--- config.mk ---
export PLATFORM = sky130hd
export DESIGN_NAME = gray_top
export DESIGN_NICKNAME = d
export VERILOG_FILES = /design/src/rtl/gray_pkg.sv /design/src/rtl/gray_csr.sv /design/src/rtl/frame_ctrl.sv /design/src/rtl/pixel_counter.sv /design/src/rtl/luma_threshold.sv /design/src/rtl/gray_top.sv
export SDC_FILE = /design/constraint.sdc
export NUM_CORES = 1
export LEC_CHECK = 0
export CORE_ASPECT_RATIO = 0.6
export CORE_MARGIN = 2
export CORE_UTILIZATION = 28
export CTS_CLUSTER_DIAMETER = 200
export DETAILED_ROUTE_END_ITERATION = 12
export DONT_BUFFER_PORTS = 1
export GPL_ROUTABILITY_DRIVEN = 0
export PLACE_DENSITY_LB_ADDON = 0.25
export SLEW_MARGIN = 40
export SYNTH_ARGS = -nofsm -noshare
export SYNTH_HDL_FRONTEND = slang
export SYNTH_HIERARCHICAL = 1
export SYNTH_SLANG_ARGS = --single-unit
--- constraint.sdc ---
create_clock -name i_clk -period 4.7 [get_ports i_clk]
set_clock_uncertainty 0.15 [all_clocks]
set_input_delay 0.94 -clock i_clk [delete_from_list [all_inputs] [get_ports i_clk]]
set_output_delay 0.94 -clock i_clk [all_outputs]
set_load 0.05 [all_outputs]
--- src/rtl/gray_pkg.sv ---
package gray_pkg;

    // pixel and luma widths
    localparam int PIX_W  = 10;
    localparam int LUMA_W = 11;
    // counter sized for 640x480
    localparam int CNT_W  = 20;

    // luma weights, each product shifted right before the sum
    localparam int W_RED    = 19;
    localparam int W_GREEN  = 75;
    localparam int W_BLUE   = 37;
    localparam int SH_RED   = 6;
    localparam int SH_GREEN = 7;
    localparam int SH_BLUE  = 8;

    localparam logic [LUMA_W-1:0] THRESH_RST = 11'd600;
    // pixels in a full frame, register keeps this minus one
    localparam int NPIX_RST = 640 * 480;

    // axi4-lite map
    localparam int AXI_AW = 4;
    localparam int AXI_DW = 32;
    localparam logic [AXI_AW-1:0] ADDR_CTRL   = 4'h0;
    localparam logic [AXI_AW-1:0] ADDR_THRESH = 4'h4;
    localparam logic [AXI_AW-1:0] ADDR_NPIX   = 4'h8;
    localparam logic [AXI_AW-1:0] ADDR_STATUS = 4'hC;
    localparam logic [1:0]        RESP_OKAY   = 2'b00;

    localparam int PIPE_DEPTH = 2;

    typedef enum logic [1:0] {ST_IDLE, ST_REQ, ST_STREAM, ST_DRAIN} ctrl_state_e;

endpackage

--- src/rtl/gray_csr.sv ---
`timescale 1ns/100ps
module gray_csr (
    input  logic                          i_clk,
    input  logic                          i_rst,
    input  logic                          i_awvalid,
    output logic                          o_awready,
    input  logic [gray_pkg::AXI_AW-1:0]   i_awaddr,
    input  logic                          i_wvalid,
    output logic                          o_wready,
    input  logic [gray_pkg::AXI_DW-1:0]   i_wdata,
    input  logic [gray_pkg::AXI_DW/8-1:0] i_wstrb,
    output logic                          o_bvalid,
    input  logic                          i_bready,
    output logic [1:0]                    o_bresp,
    input  logic                          i_arvalid,
    output logic                          o_arready,
    input  logic [gray_pkg::AXI_AW-1:0]   i_araddr,
    output logic                          o_rvalid,
    input  logic                          i_rready,
    output logic [gray_pkg::AXI_DW-1:0]   o_rdata,
    output logic [1:0]                    o_rresp,
    output logic                          o_start,
    output logic                          o_binarize,
    output logic [gray_pkg::LUMA_W-1:0]   o_thresh,
    output logic [gray_pkg::CNT_W-1:0]    o_npix,
    input  logic                          i_busy,
    input  logic                          i_done
);
    import gray_pkg::*;

    logic              wr_go;
    logic              rd_go;
    logic [AXI_DW-1:0] wr_ctrl;
    logic [AXI_DW-1:0] wr_thresh;
    logic [AXI_DW-1:0] wr_npix;
    logic              done_flag;

    // byte lanes with strobe set take the new data
    function automatic logic [AXI_DW-1:0] strb_merge(
        input logic [AXI_DW-1:0]   old_v,
        input logic [AXI_DW-1:0]   new_v,
        input logic [AXI_DW/8-1:0] strb
    );
        logic [AXI_DW-1:0] res;
        res = old_v;
        for (int i = 0; i < AXI_DW / 8; i++) begin
            if (strb[i]) begin
                res[8*i +: 8] = new_v[8*i +: 8];
            end
        end
        return res;
    endfunction

    // aw and w taken together, only with no response pending
    assign wr_go     = i_awvalid && i_wvalid && !o_bvalid;
    assign rd_go     = i_arvalid && !o_rvalid;
    assign o_awready = wr_go;
    assign o_wready  = wr_go;
    assign o_arready = rd_go;
    assign o_bresp   = RESP_OKAY;
    assign o_rresp   = RESP_OKAY;

    // start reads back as 0, so it merges in as 0
    assign wr_ctrl   = strb_merge(AXI_DW'({o_binarize, 1'b0}), i_wdata, i_wstrb);
    assign wr_thresh = strb_merge(AXI_DW'(o_thresh), i_wdata, i_wstrb);
    assign wr_npix   = strb_merge(AXI_DW'(o_npix), i_wdata, i_wstrb);

    always_ff @(posedge i_clk) begin
        if (i_rst) begin
            o_start    <= 1'b0;
            o_binarize <= 1'b0;
            o_thresh   <= THRESH_RST;
            o_npix     <= CNT_W'(NPIX_RST - 1);
        end else begin
            // start is a single cycle pulse
            o_start <= 1'b0;
            if (wr_go) begin
                case (i_awaddr)
                    ADDR_CTRL: begin
                        o_start    <= wr_ctrl[0];
                        o_binarize <= wr_ctrl[1];
                    end
                    ADDR_THRESH: o_thresh <= wr_thresh[LUMA_W-1:0];
                    ADDR_NPIX:   o_npix   <= wr_npix[CNT_W-1:0];
                    // status is read only, unmapped ignored
                    default: ;
                endcase
            end
        end
    end

    // sticky done, cleared by a start the controller takes
    always_ff @(posedge i_clk) begin
        if (i_rst) begin
            done_flag <= 1'b0;
        end else if (o_start && !i_busy) begin
            done_flag <= 1'b0;
        end else if (i_done) begin
            done_flag <= 1'b1;
        end
    end

    // responses hold until the master takes them
    always_ff @(posedge i_clk) begin
        if (i_rst) begin
            o_bvalid <= 1'b0;
            o_rvalid <= 1'b0;
        end else begin
            if (wr_go) begin
                o_bvalid <= 1'b1;
            end else if (i_bready) begin
                o_bvalid <= 1'b0;
            end
            if (rd_go) begin
                o_rvalid <= 1'b1;
            end else if (i_rready) begin
                o_rvalid <= 1'b0;
            end
        end
    end

    // read data latched at the address handshake
    always_ff @(posedge i_clk) begin
        if (rd_go) begin
            case (i_araddr)
                ADDR_CTRL:   o_rdata <= AXI_DW'({o_binarize, 1'b0});
                ADDR_THRESH: o_rdata <= AXI_DW'(o_thresh);
                ADDR_NPIX:   o_rdata <= AXI_DW'(o_npix);
                ADDR_STATUS: o_rdata <= AXI_DW'({done_flag, i_busy});
                default:     o_rdata <= '0;
            endcase
        end
    end

endmodule

--- src/rtl/frame_ctrl.sv ---
`timescale 1ns/100ps
module frame_ctrl (
    input  logic i_clk,
    input  logic i_rst,
    input  logic i_start,
    input  logic i_pix_valid,
    input  logic i_term,
    input  logic i_last_out,
    output logic o_cnt_clr,
    output logic o_cnt_en,
    output logic o_accept,
    output logic o_last,
    output logic o_read_req,
    output logic o_busy,
    output logic o_done
);
    import gray_pkg::*;

    ctrl_state_e state;
    ctrl_state_e state_nxt;

    // pixels only taken while streaming, dropped otherwise
    assign o_accept   = (state == ST_STREAM) && i_pix_valid;
    assign o_cnt_en   = o_accept;
    // terminal count marks the final pixel
    assign o_last     = o_accept && i_term;
    assign o_cnt_clr  = (state == ST_IDLE) && i_start;
    // request lasts exactly the one REQ cycle
    assign o_read_req = (state == ST_REQ);
    assign o_busy     = (state != ST_IDLE);
    assign o_done     = (state == ST_DRAIN) && i_last_out;

    always_comb begin
        state_nxt = state;
        case (state)
            ST_IDLE: begin
                if (i_start) begin
                    state_nxt = ST_REQ;
                end
            end
            ST_REQ: begin
                state_nxt = ST_STREAM;
            end
            ST_STREAM: begin
                if (o_last) begin
                    state_nxt = ST_DRAIN;
                end
            end
            // wait for the tagged pixel to leave the datapath
            ST_DRAIN: begin
                if (i_last_out) begin
                    state_nxt = ST_IDLE;
                end
            end
            default: state_nxt = ST_IDLE;
        endcase
    end

    always_ff @(posedge i_clk) begin
        if (i_rst) begin
            state <= ST_IDLE;
        end else begin
            state <= state_nxt;
        end
    end

endmodule

--- src/rtl/pixel_counter.sv ---
`timescale 1ns/100ps
module pixel_counter (
    input  logic                       i_clk,
    input  logic                       i_rst,
    input  logic                       i_clr,
    input  logic                       i_en,
    input  logic [gray_pkg::CNT_W-1:0] i_npix,
    output logic                       o_term
);
    import gray_pkg::*;

    logic [CNT_W-1:0] count;

    // accepted pixels so far in this frame
    always_ff @(posedge i_clk) begin
        if (i_rst) begin
            count <= '0;
        end else if (i_clr) begin
            count <= '0;
        end else if (i_en) begin
            count <= count + 1'b1;
        end
    end

    // npix holds size minus one, so equal means final pixel
    assign o_term = (count == i_npix);

endmodule

--- src/rtl/luma_threshold.sv ---
`timescale 1ns/100ps
module luma_threshold (
    input  logic                        i_clk,
    input  logic                        i_rst,
    input  logic                        i_accept,
    input  logic                        i_last,
    input  logic [gray_pkg::PIX_W-1:0]  i_red,
    input  logic [gray_pkg::PIX_W-1:0]  i_green,
    input  logic [gray_pkg::PIX_W-1:0]  i_blue,
    input  logic [gray_pkg::LUMA_W-1:0] i_thresh,
    input  logic                        i_binarize,
    output logic                        o_valid,
    output logic [gray_pkg::PIX_W-1:0]  o_gray,
    output logic                        o_bw,
    output logic                        o_last,
    output logic                        o_frame_start
);
    import gray_pkg::*;

    logic [LUMA_W-1:0] red_s1;
    logic [LUMA_W-1:0] green_s1;
    logic [LUMA_W-1:0] blue_s1;
    logic              valid_s1;
    logic              last_s1;
    logic [LUMA_W-1:0] luma;
    logic              dark;
    logic [PIX_W-1:0]  gray_nxt;
    logic              first_frame;

    // stage 1 weighted and shifted channels
    always_ff @(posedge i_clk) begin
        red_s1   <= LUMA_W'((i_red * W_RED) >> SH_RED);
        green_s1 <= LUMA_W'((i_green * W_GREEN) >> SH_GREEN);
        blue_s1  <= LUMA_W'((i_blue * W_BLUE) >> SH_BLUE);
    end

    // stage 2 sum, max 1049 fits in 11 bits
    assign luma = red_s1 + green_s1 + blue_s1;
    // not above threshold counts as dark
    assign dark = (luma <= i_thresh);

    always_comb begin
        if (i_binarize) begin
            gray_nxt = dark ? '0 : '1;
        end else if (luma > LUMA_W'({PIX_W{1'b1}})) begin
            gray_nxt = '1;
        end else begin
            gray_nxt = luma[PIX_W-1:0];
        end
    end

    always_ff @(posedge i_clk) begin
        o_gray <= gray_nxt;
        o_bw   <= dark;
    end

    // valid and last travel alongside the data
    always_ff @(posedge i_clk) begin
        if (i_rst) begin
            valid_s1      <= 1'b0;
            last_s1       <= 1'b0;
            o_valid       <= 1'b0;
            o_last        <= 1'b0;
            o_frame_start <= 1'b0;
            first_frame   <= 1'b1;
        end else begin
            valid_s1      <= i_accept;
            last_s1       <= i_accept && i_last;
            o_valid       <= valid_s1;
            o_last        <= last_s1;
            // marks only the very first output after reset
            o_frame_start <= valid_s1 && first_frame;
            if (valid_s1) begin
                first_frame <= 1'b0;
            end
        end
    end

endmodule

--- src/rtl/gray_top.sv ---
`timescale 1ns/100ps
module gray_top (
    input  logic                          i_clk,
    input  logic                          i_rst,
    input  logic                          i_awvalid,
    output logic                          o_awready,
    input  logic [gray_pkg::AXI_AW-1:0]   i_awaddr,
    input  logic                          i_wvalid,
    output logic                          o_wready,
    input  logic [gray_pkg::AXI_DW-1:0]   i_wdata,
    input  logic [gray_pkg::AXI_DW/8-1:0] i_wstrb,
    output logic                          o_bvalid,
    input  logic                          i_bready,
    output logic [1:0]                    o_bresp,
    input  logic                          i_arvalid,
    output logic                          o_arready,
    input  logic [gray_pkg::AXI_AW-1:0]   i_araddr,
    output logic                          o_rvalid,
    input  logic                          i_rready,
    output logic [gray_pkg::AXI_DW-1:0]   o_rdata,
    output logic [1:0]                    o_rresp,
    input  logic                          i_pix_valid,
    input  logic [gray_pkg::PIX_W-1:0]    i_red,
    input  logic [gray_pkg::PIX_W-1:0]    i_green,
    input  logic [gray_pkg::PIX_W-1:0]    i_blue,
    output logic                          o_read_req,
    output logic                          o_valid,
    output logic [gray_pkg::PIX_W-1:0]    o_gray,
    output logic                          o_bw,
    output logic                          o_frame_start
);
    import gray_pkg::*;

    logic              start;
    logic              binarize;
    logic [LUMA_W-1:0] thresh;
    logic [CNT_W-1:0]  npix;
    logic              busy;
    logic              done;
    logic              cnt_clr;
    logic              cnt_en;
    logic              term;
    logic              accept;
    logic              last_in;
    logic              last_out;

    // register block
    gray_csr csr0 (
        .i_clk(i_clk), .i_rst(i_rst),
        .i_awvalid(i_awvalid), .o_awready(o_awready), .i_awaddr(i_awaddr),
        .i_wvalid(i_wvalid), .o_wready(o_wready), .i_wdata(i_wdata), .i_wstrb(i_wstrb),
        .o_bvalid(o_bvalid), .i_bready(i_bready), .o_bresp(o_bresp),
        .i_arvalid(i_arvalid), .o_arready(o_arready), .i_araddr(i_araddr),
        .o_rvalid(o_rvalid), .i_rready(i_rready), .o_rdata(o_rdata), .o_rresp(o_rresp),
        .o_start(start), .o_binarize(binarize), .o_thresh(thresh), .o_npix(npix),
        .i_busy(busy), .i_done(done)
    );

    // frame sequencing
    frame_ctrl ctrl0 (
        .i_clk(i_clk), .i_rst(i_rst), .i_start(start), .i_pix_valid(i_pix_valid),
        .i_term(term), .i_last_out(last_out),
        .o_cnt_clr(cnt_clr), .o_cnt_en(cnt_en), .o_accept(accept), .o_last(last_in),
        .o_read_req(o_read_req), .o_busy(busy), .o_done(done)
    );

    pixel_counter cnt0 (
        .i_clk(i_clk), .i_rst(i_rst), .i_clr(cnt_clr), .i_en(cnt_en),
        .i_npix(npix), .o_term(term)
    );

    // luma datapath
    luma_threshold luma0 (
        .i_clk(i_clk), .i_rst(i_rst), .i_accept(accept), .i_last(last_in),
        .i_red(i_red), .i_green(i_green), .i_blue(i_blue),
        .i_thresh(thresh), .i_binarize(binarize),
        .o_valid(o_valid), .o_gray(o_gray), .o_bw(o_bw), .o_last(last_out),
        .o_frame_start(o_frame_start)
    );

endmodule

## Word-level counts from Yosys, hierarchy flattened

Index checks and enable logic that the tools add are counted.

- Add/sub/neg operators: 3
- Multiply operators: 3
- Divide/modulo/power cells: 0
- $lt $le $gt $ge: 2
- Eq/ne operators: 12
- Shift-type cells: 0
- Muxes and demuxes: 12
- Bitwise logic cells: 3
- Reduce and logical (&&, ||, !) cells: 29

Operator list:

| operator | number |
|---|---|
| $pmux W20 S4 | 1 |
| $mux W10 | 3 |
| $reduce_and A3 Y1 | 7 |
| $add A20 B1 Y20 const B | 1 |
| $eq A20 B20 Y1 | 1 |
| $mul A10 B7 Y17 const B | 1 |
| $mul A10 B6 Y16 const B | 1 |
| $mul A10 B5 Y15 const B | 1 |
| $eq A4 B4 Y1 const B | 3 |
| $add A11 B8 Y11 | 1 |
| $add A9 B10 Y11 | 1 |
| $gt A11 B10 Y1 const B | 1 |
| $le A11 B11 Y1 | 1 |
| $logic_and A1 B1 Y1 | 10 |
| $eq A4 B3 Y1 const B | 2 |
| $logic_not A4 Y1 | 2 |
| $pmux W2 S4 | 1 |
| $mux W2 | 3 |
| $reduce_bool A2 Y1 | 3 |
| $eq A2 B2 Y1 const B | 2 |
| $mux W1 | 4 |
| $ne A2 B1 Y1 const B | 2 |
| $reduce_or A2 Y1 | 2 |
| $reduce_or A4 Y1 | 1 |
| 5 further kinds | 9 |

- Register bits: 134
- Latch bits: 0
- RAM bits: 0
- Memory bits (read-only): 0
- Input port bits: 82
- Output and inout bits: 55
- Word-level logic and storage cells: 88
- Memories kept: 0

## Logic depth before layout (Yosys ltp)

- Depth in word-level cells: 5
- Mapped depth: 18
- Depth with buffers taken out: 18

## Cells and area by module

Netlist, hierarchy kept.

By module, submodules not included:

| module | instances | cells an instance | area an instance (um^2) | seq. area each (um^2) |
|---|---|---|---|---|
| luma_threshold | 1 | 496 | 4531.8 | 880.8 |
| gray_csr | 1 | 224 | 2468.6 | 1321.3 |
| pixel_counter | 1 | 133 | 1152.4 | 400.4 |
| frame_ctrl | 1 | 23 | 201.4 | 40.0 |

## Worst setup path after synthesis

No wires, ideal clock.

- Kind: in2reg
- Start point: input port i_green[6] (netlist name)
- End point: register luma0.green_s1[7]
- Library setup time: 0.072 ns
- Arrival: 3.947 ns
- Required time: 4.478 ns
- Slack: 0.531 ns
- Stages: 13
- Buffers on the path: 0
- Path through: ha_1 ha_1 fa_1 inv_1 fa_1 inv_1 ha_1 a21o_1 a21boi_0 nand2_1 o221a_2 a21oi_1 xnor2_1

- Cells in the longest elaborated chain, start to end: 1

Ends and longest elaborated chain:

| element | line | RTL |
|---|---|---|
| start, declared | gray_top.sv:24 | `input logic [gray_pkg::PIX_W-1:0] i_green,` |
| $mul A10 B7 Y17 | luma_threshold.sv:33 | `green_s1 <= LUMA_W'((i_green * W_GREEN) >> SH_GREEN);` |
| end signal, assigned | luma_threshold.sv:33 |  |
| end, declared | luma_threshold.sv:21 | `logic [LUMA_W-1:0] green_s1;` |

Every way passes these cells.
A chain may end at the register's enable or synchronous reset.

## Final worst setup path

- Start point: register luma0.red_s1[2]
- End point: register luma0/o_gray[1] (netlist name)

- Cells in the longest elaborated chain, start to end: 5

Ends and longest elaborated chain:

| element | line | RTL |
|---|---|---|
| start, declared | luma_threshold.sv:20 | `logic [LUMA_W-1:0] red_s1;` |
| start signal, assigned | luma_threshold.sv:32 | `red_s1 <= LUMA_W'((i_red * W_RED) >> SH_RED);` |
| $add A9 B10 Y11 (*) | luma_threshold.sv:38 | `assign luma = red_s1 + green_s1 + blue_s1;` |
| $add A11 B8 Y11 (*) | luma_threshold.sv:38 |  |
| $gt A11 B10 Y1 / $le A11 B11 Y1 (equally long branches) | luma_threshold.sv:45, luma_threshold.sv:40 |  |
| $mux W10, on equally long branches | luma_threshold.sv:45, luma_threshold.sv:44 |  |
| $mux W10 (*) | luma_threshold.sv:43 | `if (i_binarize) begin` |
| named net luma0.gray_nxt[1] | luma_threshold.sv:27 | `logic [PIX_W-1:0] gray_nxt;` |
| end signal, assigned | luma_threshold.sv:53 | `o_gray <= gray_nxt;` |
| end, declared | luma_threshold.sv:13 | `output logic [gray_pkg::PIX_W-1:0] o_gray,` |

The timed path passes the listed nets; every way through them passes the cells marked *.

==> flow_summary_export.csv <==
group,metric,value,unit
layout,fill_cells,3031,
hold_path,hp-start,"luma0/last_s1",
worst_setup_path,crit_slowest_cell,"fa_1",
yosys,yosys.area.top_type,"dfxtp_1",
yosys,synth_top_area_share,24.4,%
worst_setup_path,crit_start,"luma0/red_s1[2]",
layout,mostFrequentLayoutCells,"inv_1 (141), ha_1 (115), dfxtp_1 (102)",
sta,clock.fmax,240,MHz
hold_path,hold_class,"flop to flop",
floorplanning,die-area,0.0313,mm^2
worst_setup_path,cp_common_cell,"a21oi_1",
sta,setup_viol,0,
sta,period_needed,4.17,ns
sta,rsz0062_at_grt,"false",
global_routing,antenna_found_initial,0,
worst_setup_path,critPathMaxStageDelay,0.59,ns
worst_setup_path,crit_buf_inv,4,
sta,relSlewSlack,51.4,%
yosys,synth-seq-cells,122,
yosys,async_reset_ff_share,0,%
layout,diodes,0,
yosys,ys_seq_area_share,31.6,%
yosys,ys.flop_type,"dfxtp_1",
clocking,clockBufferDepth,2,
drt,vias,5832,
power_and_ir_drop,leakage,4.16,nW
global_routing,grtUsageMet1,20.5,%
floorplanning,fp.dieH,138,um
drt,drc_errors,0,
sta,worst_pin_slew,0.727,ns
clocking,h-tree-depth,4,
run,cap_violations,0,
clocking,clock_latency,0.42,ns
worst_setup_path,cp-start-kind,"flop",
worst_setup_path,criticalPathCategory,"flop to flop",
yosys,yosysUniqueCellTypes,84,
drt,ant_nets,0,
clocking,cts_resized,0,
drt,drt_iter0_drc,321,
global_routing,use_met3,4.73,%
global_routing,grt_usage,13.2,%
global_routing,use_met2,16.2,%
drt,wirelength,19700,um
power_and_ir_drop,powerDensity,591,mW/mm^2
floorplanning,chipWidth,227,um
placed_design,hpwl,16100,um
power_and_ir_drop,ir_drop,310,uV
yosys,syn_area,0.00835,mm^2
sta,final.setup.tns,0,ns
clocking,hold_buffers,0,
yosys,synthTopCellsByArea,"dfxtp_1 (24%), ha_1 (17%), edfxtp_1 (7.2%)",
placed_design,place.port_buffers,0,
clocking,cts_tree,"built",
clocking,cts.reportedPaths.clkPinSlew,0.07,ns
worst_setup_path,cp_cell_sequence,"inv_1 > fa_1 > inv_1 > ha_1 > a21oi_1 > o211ai_1 > a21oi_1 > xor2_1 > inv_1 > ha_1 > and4_1 > a21boi_0 > o21ai_0 > a21oi_1 > a2111oi_4 > buf_4 > a21oi_1",
layout,drive_above_1_share,6.94,%
worst_setup_path,cp-end-kind,"flop",
global_routing,grt_pass1_vias,5413,
yosys,synth_edf_count,20,
global_routing,grt_pass1_wl,30800,um
layout,syn_to_final_growth,11.3,%
drt,drt-vias-per-instance,4.51,
worst_setup_path,required,4.82,ns
clocking,cts_sinks,122,
worst_setup_path,crit_fanout,10,
sta,hold_violations,0,
yosys,yosysWarningCount,6,
layout,final_common_cell,"inv_1",
layout,fin_util,32.0,%
floorplanning,core-area,0.0291,mm^2
worst_setup_path,r2r-start,"luma0/red_s1[2]",
clocking,clock-root-buffer,"clkbuf_16",
sta,post-route-period-util,88.6,%
floorplanning,top_level_ports,137,
floorplanning,start_util,28.7,%
global_routing,top_usage_layer,"met1",
global_routing,gr-total-overflow,0,
layout,nets,1106,
status,outcome,"completed",
yosys,syn_inst,876,
floorplanning,rows,48,
clocking,cts_buffers,17,
sta,slew_violations,0,
yosys,syn_avg_cell_area,9.54,um^2
clocking,postCtsSetupBuffers,0,
drt,detail_route.wl_per_cell,15.3,um
worst_setup_path,cp.arrival,4.28,ns
drt,dr.pass1.iters,4,
global_routing,grt_max_degree,52,
worst_setup_path,path_delay_family,"compound AO/OA/AOI/OAI gates",
## synth_stat cells (4+ instances only)
library cell and count:
a22o_1 9, xnor2_1 30, a21o_1 8, nor2b_1 8
clkbuf_1 9, nor3_1 9, nor2_1 69, nand2b_1 5
nand4_1 11, edfxtp_1 20, or4_1 4, inv_1 142
fa_1 29, nand2_1 29, mux2i_1 29, o21ai_0 13
a21oi_1 40, or3_1 8, o31ai_1 9, buf_4 19
a211oi_1 6, ha_1 115, xor2_1 28, and2_1 14
nor4_1 7, o21a_1 9, nand3_1 18, dfxtp_1 102
## layout make-up
cell class	count	area [um^2]	area share (%)
clock inverters	13	101	1.09
multi-input cells	592	5010	53.9
flip-flops and latches	122	2640	28.4
well taps	400	500	5.38
inverters	143	537	5.77
clock buffers	19	475	5.11
repair buffers	4	30.0	0.323
## metal layers
metal / vias to the layer above / share of wire [%]
met5: - / 0
met4: 0 / 1.3
met3: 16 / 7.1
met2: 113 / 36
met1: 2741 / 56
li1: 2962 / -
## report_power, final
part / leakage, nW / total [W] / internal, W / switching [W]
Combinational: 2.83 / 0.00264 / 0.00112 / 0.00152
Sequential: 1.04 / 0.00157 / 0.00126 / 0.000316
Clock: 0.290 / 0.00128 / 0.000748 / 0.000529
Total: 4.16 / 0.00549 / 0.00312 / 0.00237
## logic make-up after synthesis
family	after synthesis	synth area share, %
adder cells (fa/ha/maj)	144	24.2
AND/OR/NAND/NOR	211	14.0
buffers and inverters	177	9.11
flip-flops	122	31.6
AO/OA/AOI/OAI	132	11.1
multiplexers	31	3.88
XOR/XNOR	58	6.08
other	1	0.0449
## per-stage QoR
stage	total power, W	hold slack, ns	instance area, um^2	worst slack (ns)	instances
2_1_floorplan	0.00369	0.264	8410	0.531	891
3_3_place_gp	0.00423	0.280	8720	0.372	1260
3_5_place_dp	0.00425	0.287	8720	0.353	1261
4_1_cts	0.00557	0.302	9300	0.512	1293
5_1_grt	0.00604	0.321	9300	0.106	1293
6_report	0.00549	0.301	9300	0.534	1293
## registers in the layout, summed over array words and instances (netlist names)
register / cells
csr0/o_rdata: 20
csr0/o_rvalid: 1
luma0/first_frame: 1
luma0/o_valid: 1
csr0/o_thresh: 11
luma0/blue_s1: 8
luma0/o_bw: 1
csr0/o_npix: 20
luma0/o_frame_start: 1
luma0/o_last: 1
luma0/valid_s1: 1
csr0/o_start: 1
luma0/green_s1: 10
luma0/red_s1: 9
luma0/last_s1: 1
csr0/done_flag: 1
ctrl0/state: 2
cnt0/count: 20
luma0/o_gray: 10
csr0/o_binarize: 1
csr0/o_bvalid: 1
## worst paths after layout
check | endpoint | slack [ns] | cells after the start
max reg2reg | luma0/o_gray[1] | 0.53 | 17
min | luma0/o_last | 0.30 | 1
min reg2reg | luma0/o_last | 0.30 | 1
max | luma0/o_gray[1] | 0.53 | 17
Note: power is estimated with default switching activity, not from simulation.
